File: src/verilog/lenet_settings.svh
`ifndef LENET_SETTINGS_SVH
`define LENET_SETTINGS_SVH

// classifier layer geometry
`define FC_IN    84   // features per vector, F6 outputs
`define FC_OUT   10   // digit neurons

// datapath widths
`define PIXEL_W  8    // feature and weight width
`define ACC_W    24   // holds 85 products of 8x8 bits

// bias sits at term index FC_IN, so the index needs one value more
`define IDX_W    7
`define DIGIT_W  4

`endif
File: src/verilog/lenet_pkg.sv
`default_nettype none

`include "lenet_settings.svh"

package lenet_pkg;

    // signed feature value or weight
    typedef logic signed [`PIXEL_W-1:0] pixel_t;

    // neuron score, wide enough for the full dot product plus bias
    typedef logic signed [`ACC_W-1:0] acc_t;

    typedef logic [`DIGIT_W-1:0] digit_t;     // neuron / digit number
    typedef logic [`IDX_W-1:0]   term_idx_t;  // weight address inside a neuron

    // feature sequencer states
    typedef enum logic {
        seq_idle,
        seq_accum
    } seq_state_t;

endpackage

`default_nettype wire

File: src/verilog/fc_sequencer.sv
`timescale 1ns/1ps
`default_nettype none

`include "lenet_settings.svh"

module fc_sequencer import lenet_pkg::*; (
    input  wire logic              clk,
    input  wire logic              rst_n,
    input  wire logic              start,
    input  wire logic              feature_valid,
    input  wire pixel_t            feature_in,
    input  wire logic              weight_we,
    input  wire digit_t            weight_neuron,
    input  wire term_idx_t         weight_addr,
    input  wire pixel_t            weight_data,
    output logic [`FC_OUT-1:0]     neuron_we,
    output term_idx_t              wr_addr,
    output pixel_t                 wr_data,
    output logic                   term_valid,
    output logic                   term_first,
    output logic                   term_last,
    output term_idx_t              term_idx,
    output pixel_t                 term_value,
    output logic                   scores_valid
);

    seq_state_t state;
    term_idx_t  term_cnt;   // next feature position
    logic       accept;     // feature taken this cycle
    logic       cnt_last;

    assign accept   = feature_valid && (state == seq_accum);
    assign cnt_last = (term_cnt == term_idx_t'(`FC_IN - 1));

    always_ff @(posedge clk or negedge rst_n) begin
        if (!rst_n) begin
            state    <= seq_idle;
            term_cnt <= '0;
        end else begin
            case (state)
                seq_idle: begin
                    if (start) begin
                        state    <= seq_accum;
                        term_cnt <= '0;
                    end
                end
                seq_accum: begin
                    // start pulses are ignored while a vector is in progress
                    if (accept) begin
                        term_cnt <= term_cnt + 1'b1;
                        if (cnt_last)
                            state <= seq_idle;
                    end
                end
                default: state <= seq_idle;
            endcase
        end
    end

    // term broadcast, one cycle behind the accepted feature
    always_ff @(posedge clk or negedge rst_n) begin
        if (!rst_n) begin
            term_valid   <= 1'b0;
            term_first   <= 1'b0;
            term_last    <= 1'b0;
            scores_valid <= 1'b0;
        end else begin
            term_valid   <= accept;
            term_first   <= accept && (term_cnt == '0);
            term_last    <= accept && cnt_last;
            scores_valid <= term_valid && term_last;  // neurons just added the last term
        end
    end

    always_ff @(posedge clk) begin
        if (accept) begin
            term_idx   <= term_cnt;
            term_value <= feature_in;
        end
    end

    // weight writes are registered so they never overlap the trailing term
    always_ff @(posedge clk or negedge rst_n) begin
        if (!rst_n) begin
            neuron_we <= '0;
        end else begin
            for (int i = 0; i < `FC_OUT; i++) begin
                neuron_we[i] <= weight_we && (state == seq_idle) &&
                                (weight_neuron == digit_t'(i));
            end
        end
    end

    always_ff @(posedge clk) begin
        wr_addr <= weight_addr;
        wr_data <= weight_data;
    end

    // stray strobes in idle must not leak into the neurons
    assert property (@(posedge clk) disable iff (!rst_n)
        (state == seq_idle) && feature_valid |=> !term_valid)
        else $error("term issued from a feature strobe in idle");

endmodule

`default_nettype wire

File: config.mk
export PLATFORM = sky130hd
export DESIGN_NAME = fc_sequencer
export DESIGN_NICKNAME = d
export VERILOG_FILES = /design/src/verilog/lenet_pkg.sv /design/src/verilog/fc_sequencer.sv
export VERILOG_INCLUDE_DIRS = /design/src /design/src/verilog
export SDC_FILE = /design/constraint.sdc
export NUM_CORES = 1
export LEC_CHECK = 0
export ABC_AREA = 0
export BUFFER_PORTS_ARGS = -buffer_cell sky130_fd_sc_hd__buf_2
export CORE_MARGIN = 2
export CORE_UTILIZATION = 29
export DETAILED_ROUTE_END_ITERATION = 10
export PLACE_DENSITY = 0.61
export SLEW_MARGIN = 30
export SYNTH_ARGS = -nofsm -noshare
export SYNTH_HDL_FRONTEND = slang
export SYNTH_SLANG_ARGS = --single-unit
File: constraint.sdc
create_clock -name clk -period 2 [get_ports clk]
set_input_delay 0.3 -clock clk [delete_from_list [all_inputs] [get_ports clk]]
set_output_delay 0.3 -clock clk [all_outputs]
set_load 0.02 [all_outputs]
==> impl_metrics.py <==
metrics = {
    "global_route": {
        "grt_max_degree": 23,
        "grt_use_met1_pct": 11.3,
        "antenna_found_initial": 0,
        "met3_usage_pct": 3.86,
        "grt_pass1_wl_mm": 4.71,
        "grt_pass1_vias": 1036,
        "use_met2_pct": 16.3,
        "grt.total_usage_pct": 10.1,
        "grt_overflow_total": 0,
        "top_usage_layer": "met2",
    },
    "sta": {
        "fmax_ghz": 0.689,
        "min_period_over_period_pct": 72.5,
        "whs_ns": 0.0910,
        "fin_crit_ns": 1.45,
        "drv_slew": 0,
        "setup_viol": 0,
        "rsz0062_at_grt": "no",
        "hold_viol": 0,
        "skew_ns": 0.00863,
        "worst_pin_slew_ns": 0.481,
        "finalSetupTns_ns": 0,
        "slew-limit-headroom_pct": 68.0,
    },
    "worst_setup_path": {
        "path_cells": "ha_1 > nand4_1 > or4_1 > nand2_1",
        "critPathMaxFanout": 6,
        "startpoint_type": "register",
        "arrival_ns": 1.69,
        "path_class": "reg -> reg",
        "cp_top_family": "simple AND/OR/NAND/NOR gates",
        "critPathRequiredTime_ns": 2.24,
        "critPathMaxStageDelay_ns": 0.49,
        "cp_slowest_cell": "or4_1",
        "path_buf_inv": 0,
        "cp-end-kind": "register",
    },
    "drt": {
        "drtAntennaViolNets": 0,
        "drt-vias-per-instance": 4.10,
        "dr.first_iter.drc_count": 45,
        "finalWirelength_mm": 3.01,
        "vias": 1091,
        "avgRoutedWirePerCell_um": 11.3,
        "drc": 0,
        "dr.pass1.iters": 4,
    },
    "placed_design": {
        "dp_hpwl_mm": 2.27,
        "io_buffer_count": 75,
        "gp_congestion": 0.712,
    },
    "final_layout": {
        "syn2layout_area_growth_pct": 36.5,
        "fillers": 546,
        "post-route-util_pct": 40.6,
        "drive_gt1_share_pct": 44.3,
        "nets": 227,
        "mostFrequentLayoutCell": "buf_2",
        "multi_input_area_um2": 302,
        "antenna_cells": 0,
        "seq_area_um2": 1300,
        "mostFrequentLayoutCells": "buf_2 (75), dfrtp_1 (22), edfxtp_1 (15), dfxtp_1 (15), nor2_1 (9)",
    },
    "yosys": {
        "synthDominantCellAreaShare_pct": 33.8,
        "yosysWarningCount": 0,
        "synth_area_leaders": "dfrtp_1 (34%), edfxtp_1 (28%), dfxtp_1 (18%)",
        "syn_nets": 143,
        "synthesis.area_um2": 1630,
        "synth.avg_cell_area_um2": 14.9,
        "seq_area_frac_synth_pct": 79.9,
        "synth_cells": 109,
        "ys_types": 24,
        "ys_seq_elements": 52,
        "yosys.area.top_type": "dfrtp_1",
    },
    "cts": {
        "cts.sink_count": 52,
        "cts.clk_slew.worst_paths_ns": 0.09,
        "clock_path_buffers": 2,
        "cts_setup_buffers": 0,
        "cts_tree": "done",
        "cts-root-buf": "clkbuf_8",
        "cts.repair.resized": 0,
        "numCtsBuffers": 5,
        "h-tree-depth": 2,
        "clkLatencyLatePin_ns": 0.30,
        "postCtsHoldBufs": 1,
    },
    "floorplanning": {
        "chipWidth_um": 79.0,
        "die_h_um": 79.0,
        "coreArea_um2": 5470,
        "rows": 27,
        "pin_count": 76,
        "dieArea_um2": 6230,
        "start_util_pct": 29.8,
    },
    "run_status": {
        "status": "finished clean",
    },
    "pwr": {
        "leakage_nw": 1.09,
        "power_per_cell_area_nw_per_um2": 1040,
        "irDropWorstVdd_mv": 0.348,
    },
    "min_path": {
        "min_path_type": "in -> reg",
    },
    "flow_run": {
        "maxCapViolCount": 0,
    },
}
## cell families after synthesis
kind of cell / synth area share (%)
mux: 1.31
fa+ha+maj: 1.54
compound gates: 3.92
flops: 79.9
buf+inv: 1.61
simple gates: 11.8
## cells in the mapped netlist
cell type / n
mux2_2: 1
or4_1: 2
mux2i_1: 1
and3_1: 1
or3_1: 1
dfrtp_1: 22
o211ai_1: 3
ha_1: 2
nor3_1: 3
nor2b_1: 1
inv_1: 7
nand2b_1: 3
nand2_2: 1
o21ai_0: 2
nor2_1: 9
and2_1: 1
nor3_2: 1
o31ai_1: 3
nand2_1: 6
edfxtp_1: 15
nand4_1: 4
o311ai_0: 1
nand3_1: 4
dfxtp_1: 15
## state kept, by name, summed over array words and instances, names as in the netlist
name / flops
scores_valid: 1
term_value: 8
wr_data: 8
term_cnt: 7
term_valid: 1
term_last: 1
state: 1
neuron_we: 10
wr_addr: 7
term_first: 1
term_idx: 7
## path summary, 6_finish.rpt
kind	start	to	slack [ns]	cells after the start
max reg2reg	term_cnt[0]$_DFFE_PN0P_	term_cnt[6]$_DFFE_PN0P_	0.55	4
max	term_cnt[0]$_DFFE_PN0P_	term_cnt[6]$_DFFE_PN0P_	0.55	4
max in group asynchronous	rst_n	term_cnt[3]$_DFFE_PN0P_	1.17	2
min in group asynchronous	rst_n	neuron_we[0]$_DFF_PN0_	0.49	2
min	weight_data[3]	wr_data[3]$_DFF_P_	0.09	1
min reg2reg	term_valid$_DFF_PN0_	scores_valid$_DFF_PN0_	0.49	1
## power breakdown
| part | total [mW] | internal (mW) | leakage (nW) | switching, mW |
|---|---|---|---|---|
| registers | 1.30 | 1.22 | 0.566 | 0.0877 |
| logic | 0.319 | 0.127 | 0.467 | 0.192 |
| clock network | 0.693 | 0.370 | 0.0558 | 0.323 |
## metal layers
metal  up-vias  routed length, um
met5         -                  0
met4         0                 78
met3         6                259
met2        44               1400
met1       491               1270
li1        550                  -
## cell type report
class,instances,share of cell area (%)
Sequential cell,52,58.5
Timing Repair Buffer,77,17.7
Multi-Input combinational cell,50,13.6
Tap cell,72,4.05
Clock buffer,5,3.10
Clock inverter,3,1.91
Inverter,7,1.18
## through the flow
step                      power, mW  std cells  setup slack (ns)  instance area (um^2)
final                          2.32        266             0.549                  2220
after global routing           2.45        266             0.445                  2220
after CTS                      2.35        266             0.550                  2220
after detailed placement       1.65        257             0.579                  2100
after global placement         1.64        257             0.603                  2100
after floorplan                1.51        109             0.665                  1630
Note: power is estimated with default switching activity, not from simulation.
