### config.mk
export PLATFORM = sky130hd
export DESIGN_NAME = argmax_unit
export DESIGN_NICKNAME = d
export VERILOG_FILES = /design/src/verilog/lenet_pkg.sv /design/src/verilog/argmax_unit.sv
export VERILOG_INCLUDE_DIRS = /design/src /design/src/verilog
export SDC_FILE = /design/constraint.sdc
export NUM_CORES = 1
export LEC_CHECK = 0
export ABC_CLOCK_PERIOD_IN_PS = 1800
export BUFFER_PORTS_ARGS = -buffer_cell sky130_fd_sc_hd__buf_2
export CAP_MARGIN = 20
export CORE_MARGIN = 3
export CORE_UTILIZATION = 25
export DETAILED_ROUTE_END_ITERATION = 10
export GPL_TIMING_DRIVEN = 0
export PLACE_DENSITY_LB_ADDON = 0.2
export SKIP_CTS_REPAIR_TIMING = 1
export SLEW_MARGIN = 30
export SYNTH_ARGS = -nofsm -noshare
export SYNTH_HDL_FRONTEND = slang
export SYNTH_SLANG_ARGS = --single-unit
### constraint.sdc
create_clock -name clk -period 1.8 [get_ports clk]
set_clock_uncertainty 0.2 [all_clocks]
set_input_delay 0.36 -clock clk [delete_from_list [all_inputs] [get_ports clk]]
set_output_delay 0.36 -clock clk [all_outputs]
set_load 0.05 [all_outputs]
### src/verilog/lenet_settings.svh
`ifndef LENET_SETTINGS_SVH
`define LENET_SETTINGS_SVH

// classifier layer geometry
`define FC_IN    84   // features per vector, F6 outputs
`define FC_OUT   10   // digit neurons

// datapath widths
`define PIXEL_W  8    // feature and weight width
`define ACC_W    24   // holds 85 products of 8x8 bits

// bias sits at term index FC_IN, so the index needs one value more
`define IDX_W    7
`define DIGIT_W  4

`endif
### src/verilog/lenet_pkg.sv
`default_nettype none

`include "lenet_settings.svh"

package lenet_pkg;

    // signed feature value or weight
    typedef logic signed [`PIXEL_W-1:0] pixel_t;

    // neuron score, wide enough for the full dot product plus bias
    typedef logic signed [`ACC_W-1:0] acc_t;

    typedef logic [`DIGIT_W-1:0] digit_t;     // neuron / digit number
    typedef logic [`IDX_W-1:0]   term_idx_t;  // weight address inside a neuron

    // feature sequencer states
    typedef enum logic {
        seq_idle,
        seq_accum
    } seq_state_t;

endpackage

`default_nettype wire

### src/verilog/argmax_unit.sv
`timescale 1ns/1ps
`default_nettype none

`include "lenet_settings.svh"

module argmax_unit import lenet_pkg::*; (
    input  wire logic clk,
    input  wire logic rst_n,
    input  wire acc_t scores [0:`FC_OUT-1],
    input  wire logic scores_valid,
    output digit_t    digit,
    output logic      done
);

    digit_t best_idx;
    acc_t   best_score;

    // scan in index order, strict compare keeps the lowest index on a tie
    always_comb begin
        best_idx   = '0;
        best_score = scores[0];
        for (int i = 1; i < `FC_OUT; i++) begin
            if (scores[i] > best_score) begin
                best_score = scores[i];
                best_idx   = digit_t'(i);
            end
        end
    end

    always_ff @(posedge clk or negedge rst_n) begin
        if (!rst_n) begin
            digit <= '0;
            done  <= 1'b0;
        end else begin
            done <= scores_valid;     // single cycle, scores_valid is a pulse
            if (scores_valid)
                digit <= best_idx;
        end
    end

    // the reported index always names a real neuron
    assert property (@(posedge clk) disable iff (!rst_n)
        done |-> (digit < digit_t'(`FC_OUT)))
        else $error("digit out of range at done");

endmodule

`default_nettype wire

==> results by stage <==
GRT:
- The maximum number of pins on one net before global-route repair is 11.
- The first global-routing pass estimated 49,830 um of wire.
- The total grt overflow is 0.
- The number of global-route vias before repair is about 9,300.
- In the global route stage, overall resource usage came out at roughly 17%.
- The initial antenna violation count was 19.

Clock network:
- After clock tree synthesis, the clock-pin slew on the worst setup and hold paths is around 0.03 ns.
- Counting every sink on the clock net gives 5.
- The source-to-sink clock delay at the later pin of the worst-skew pair is around 0.22 ns.
- The TritonCTS buffer count is 3.
- Clock tree synthesis selected as its root buffer the cell sky130_fd_sc_hd__clkbuf_16.
- The longest clock path from root to sink contains 2 buffers.
- The H-tree depth is 1.
- The clock tree from TritonCTS is yes.

Pwr:
- IR analysis of the VDD net gives a maximum drop of roughly 0.0015 V.
- The reported leakage power is around 6.7 nW.
- In this run the power density over the cells is about 2500 nW/um2.

STA:
- At the pin with the least slew margin, the transition time is around 0.57 ns.
- The worst max-slew margin expressed relative to the limit is 61.84%.
- Setup violations remaining at the end of the flow were counted as 4.
- After layout, the worst path uses 1193% of the clock period.
- The highest attainable clock frequency is about 0.047 GHz.
- The time the worst path needs with I/O delays and setup is 21.48 ns.
- The total negative slack is -78.69 ns.
- Setup repair after global routing could not meet its margin everywhere.
- The final count of hold timing violations is 0.
- The final worst setup slack is -19.68 ns.
- The max-slew violation count is 0.

Route:
- After detailed routing, the average wire length per cell comes to 17.42 um.
- In this run, the number of DRC markers left after iteration 0 of detailed routing was roughly 460.
- The detail route stage leaves a number of antenna-violating nets equal to 0.
- Summing over every cut layer, the via total after detailed routing is a little over 10,000.
- Wires add up to 35,520 um.
- The count of unresolved DRC violations after routing is 0.
- The count of TritonRoute iterations in the first routing pass is 4.
- Using the TritonRoute via totals, the vias-per-cell ratio works out to 4.958.

Setup path:
- The delay contributed by the slowest stage of the critical path is about 0.38 ns.
- The data arrival time at the worst-slack endpoint is around 21 ns.
- The critical path startpoint category is a primary input.
- Together, buffers and inverters on the worst path number 26.
- The cell family contributing the most delay on the critical path is compound AO/OA/AOI/OAI gates.
- The number of cell instances on the worst register-to-register path is 2.
- In this run the critical register-to-register path is captured at digit[0].
- The launch point of the worst reg-to-reg path is digit[0].
- STA classifies the critical path endpoint as a register.
- The worst setup path is of the primary input to register kind.
- The setup check on the worst reg-to-reg path leaves a slack of about 0.90 ns.
- The slowest library cell on the worst path is sky130_fd_sc_hd__nor4_4.
- The endpoint required time on the critical path is between 1.5 and 2 ns.
- Of all nets on the critical path, the largest fanout is 10.

Status:
- The run finished, with violations left.
- The checks that failed: negative setup slack.

Placement:
- Once detailed placement completed, the half-perimeter wirelength came to 29,650 um.
- At the end of routability-driven placement, the weighted congestion stood at 0.8873.
- The number of buffer cells added on primary ports is 243.
- The number of cells in the design after placement is about 1,900.
- OpenSTA, run right after detailed placement, puts the worst setup slack at -22.44 ns.

Run:
- The number of max-capacitance violations reported is 0.

Synth:
- After synthesis, the netlist uses between 70 and 80 different library cells.
- After synthesis, flip-flops and latches occupy between 1 and 1.5% of the total area.
- The predominant post-synthesis flop cell is sky130_fd_sc_hd__dfrtp_1.
- Yosys attributes the largest share of cell area to sky130_fd_sc_hd__ha_1, sky130_fd_sc_hd__a21oi_1, sky130_fd_sc_hd__inv_1.
- The number of instances in the synthesized netlist is approximately 1,200.
- After synthesis, the share of flip-flops with an asynchronous set or reset is 100.0%.
- The mean post-synth cell area is roughly 7 um2.
- Synthesis produced a netlist with a net count of between 1,500 and 2,000.
- Sorting the synthesized cells by how often they occur yields sky130_fd_sc_hd__ha_1, sky130_fd_sc_hd__inv_1, sky130_fd_sc_hd__nor2_1, sky130_fd_sc_hd__a21oi_1, sky130_fd_sc_hd__o21ai_0.
- The Yosys step of the flow raised 0 warnings.
- The number of flops mapped to enable cells by yosys is 0.
- sky130_fd_sc_hd__ha_1 is the most common cell in the netlist.
- The cell area after technology mapping is ~8600 um2.
- The area share of the largest cell type after synthesis is around 30%.
- The cell taking the most area after synthesis is sky130_fd_sc_hd__ha_1.
- The flip-flop and latch count after synthesis is 5.

Final layout:
- The net count of the finished layout is 2,029.
- For this run, the number of standard cells in the final layout without fillers is around 2,000.
- Measured on the finished design, the core utilization comes to between 30 and 40%.
- After filler insertion, the fill cell instance count of the layout stands at approximately 3,500.
- The share of cells above drive strength 1 is 42.00%.
- The signed area change from the synthesized netlist to the final layout is 55.28%.

Die:
- The die extent in x is ~190 um.
- In this run the core area contains 67 standard-cell rows.
- Pin placement for this block handled between 200 and 250 I/O pins.
- The die is 191.1 um tall.
- The total core area is 33,620 um2.
- The die area is 36,500 um2.
- The effective utilization at floorplan is between 20% and 30%.

Hold path:
- For hold timing, the worst endpoint is done.
- The startpoint identified for the worst hold timing path is scores_valid.
- The class of the tightest hold or removal check is primary input to register.
- The number of instances on the worst hold path is 1.
[cells in the final DEF, fill, tap and decap left out, types with 10 or more instances in the layout]
cell / n
sky130_fd_sc_hd__inv_2: 21
sky130_fd_sc_hd__ha_4: 38
sky130_fd_sc_hd__o21a_1: 10
sky130_fd_sc_hd__ha_1: 165
sky130_fd_sc_hd__a21oi_4: 17
sky130_fd_sc_hd__mux2i_1: 27
sky130_fd_sc_hd__o21ai_1: 33
sky130_fd_sc_hd__buf_8: 15
sky130_fd_sc_hd__nor2b_1: 31
sky130_fd_sc_hd__inv_1: 121
sky130_fd_sc_hd__clkbuf_16: 11
sky130_fd_sc_hd__buf_6: 20
sky130_fd_sc_hd__a21o_1: 62
sky130_fd_sc_hd__a21oi_1: 64
sky130_fd_sc_hd__nand2b_1: 26
sky130_fd_sc_hd__nor3_1: 13
sky130_fd_sc_hd__buf_4: 91
sky130_fd_sc_hd__o21ai_0: 35
sky130_fd_sc_hd__buf_12: 11
sky130_fd_sc_hd__nor2_1: 109
sky130_fd_sc_hd__diode_2: 10
sky130_fd_sc_hd__mux2_4: 18
sky130_fd_sc_hd__nor2_2: 12
sky130_fd_sc_hd__a21oi_2: 45
sky130_fd_sc_hd__nand4_1: 52
sky130_fd_sc_hd__and3_1: 10
sky130_fd_sc_hd__mux2_2: 33
sky130_fd_sc_hd__nand2_1: 59
sky130_fd_sc_hd__buf_2: 234
sky130_fd_sc_hd__nand3_1: 13
[sequential cells by signal, summed over array words and instances (netlist names)]
register and cells:
digit 4, done 1
[worst reg2reg max path, delay by kind of cell (launching register included)]
family | cells | cell delay [ns]
AOI/OAI and AO/OA | 1 | 0.16
and+or+nand+nor | 1 | 0.06
DFF | 1 | 0.36
[logic make-up (layout without fill, tap and decap cells)]
group / Yosys count / in the layout / synth area share [%]
DFF: 5 / 5 / 1.461
adders and majority gates: 204 / 204 / 29.81
xor gates and xnor gates: 8 / 8 / 0.8184
and+or+nand+nor: 386 / 386 / 22.81
other: 0 / 10 / 0
buffers and inverters: 191 / 542 / 8.753
AOI/OAI and AO/OA: 352 / 352 / 25.59
muxes: 84 / 84 / 10.76
[area by class of cell]
| type | count | area [um2] | area share (%) |
|---|---|---|---|
| Timing Repair Buffer | 347 | 2235 | 16.81 |
| Multi-Input combinational cell | 1034 | 9133 | 68.69 |
| Clock buffer | 4 | 78.83 | 0.5929 |
| Sequential cell | 5 | 125.1 | 0.9411 |
| Inverter | 152 | 610.6 | 4.592 |
| Buffer | 39 | 528.0 | 3.971 |
| Tap cell | 448 | 560.5 | 4.216 |
| Antenna cell | 10 | 25.02 | 0.1882 |
[layer usage]
layer	part of all wire, %	track usage, %	wire length, um
met5	0.32	0	115
met4	0.51	1.693	182
met3	5.1	2.971	1814
met2	47	28.50	16660
met1	47	23.73	16760
[where the power goes]
| group | internal, mW | total (mW) | switching, mW |
|---|---|---|---|
| Combinational | 16.0 | 32.2 | 16.1 |
| Clock | 0.293 | 0.357 | 0.0641 |
| Sequential | 0.152 | 0.164 | 0.0122 |
[worst max-delay path by stage]
stage | startpoint | endpoint | slack [ns] | cells after the start
after floorplan | scores[234] | digit[2] | -17.92 | 140
after global placement | scores[226] | digit[1] | -22.38 | 122
after detailed placement | scores[226] | digit[2] | -22.44 | 127
after CTS | scores[226] | digit[2] | -22.28 | 128
after global routing | scores[235] | digit[2] | -20.82 | 134
final | scores[235] | digit[3] | -19.68 | 130
[stage by stage]
stage | hold WS [ns] | cell area [um2] | total power [mW]
after detailed placement | -0.02021 | 10860 | 25.06
after CTS | -0.2540 | 10940 | 25.58
after floorplan | -0.1356 | 9081 | 19.48
final | 0.1404 | 13300 | 32.71
after global placement | -0.02225 | 10860 | 24.73
after global routing | 0.1510 | 13290 | 36.27
Power figures use the tool's default switching activity.
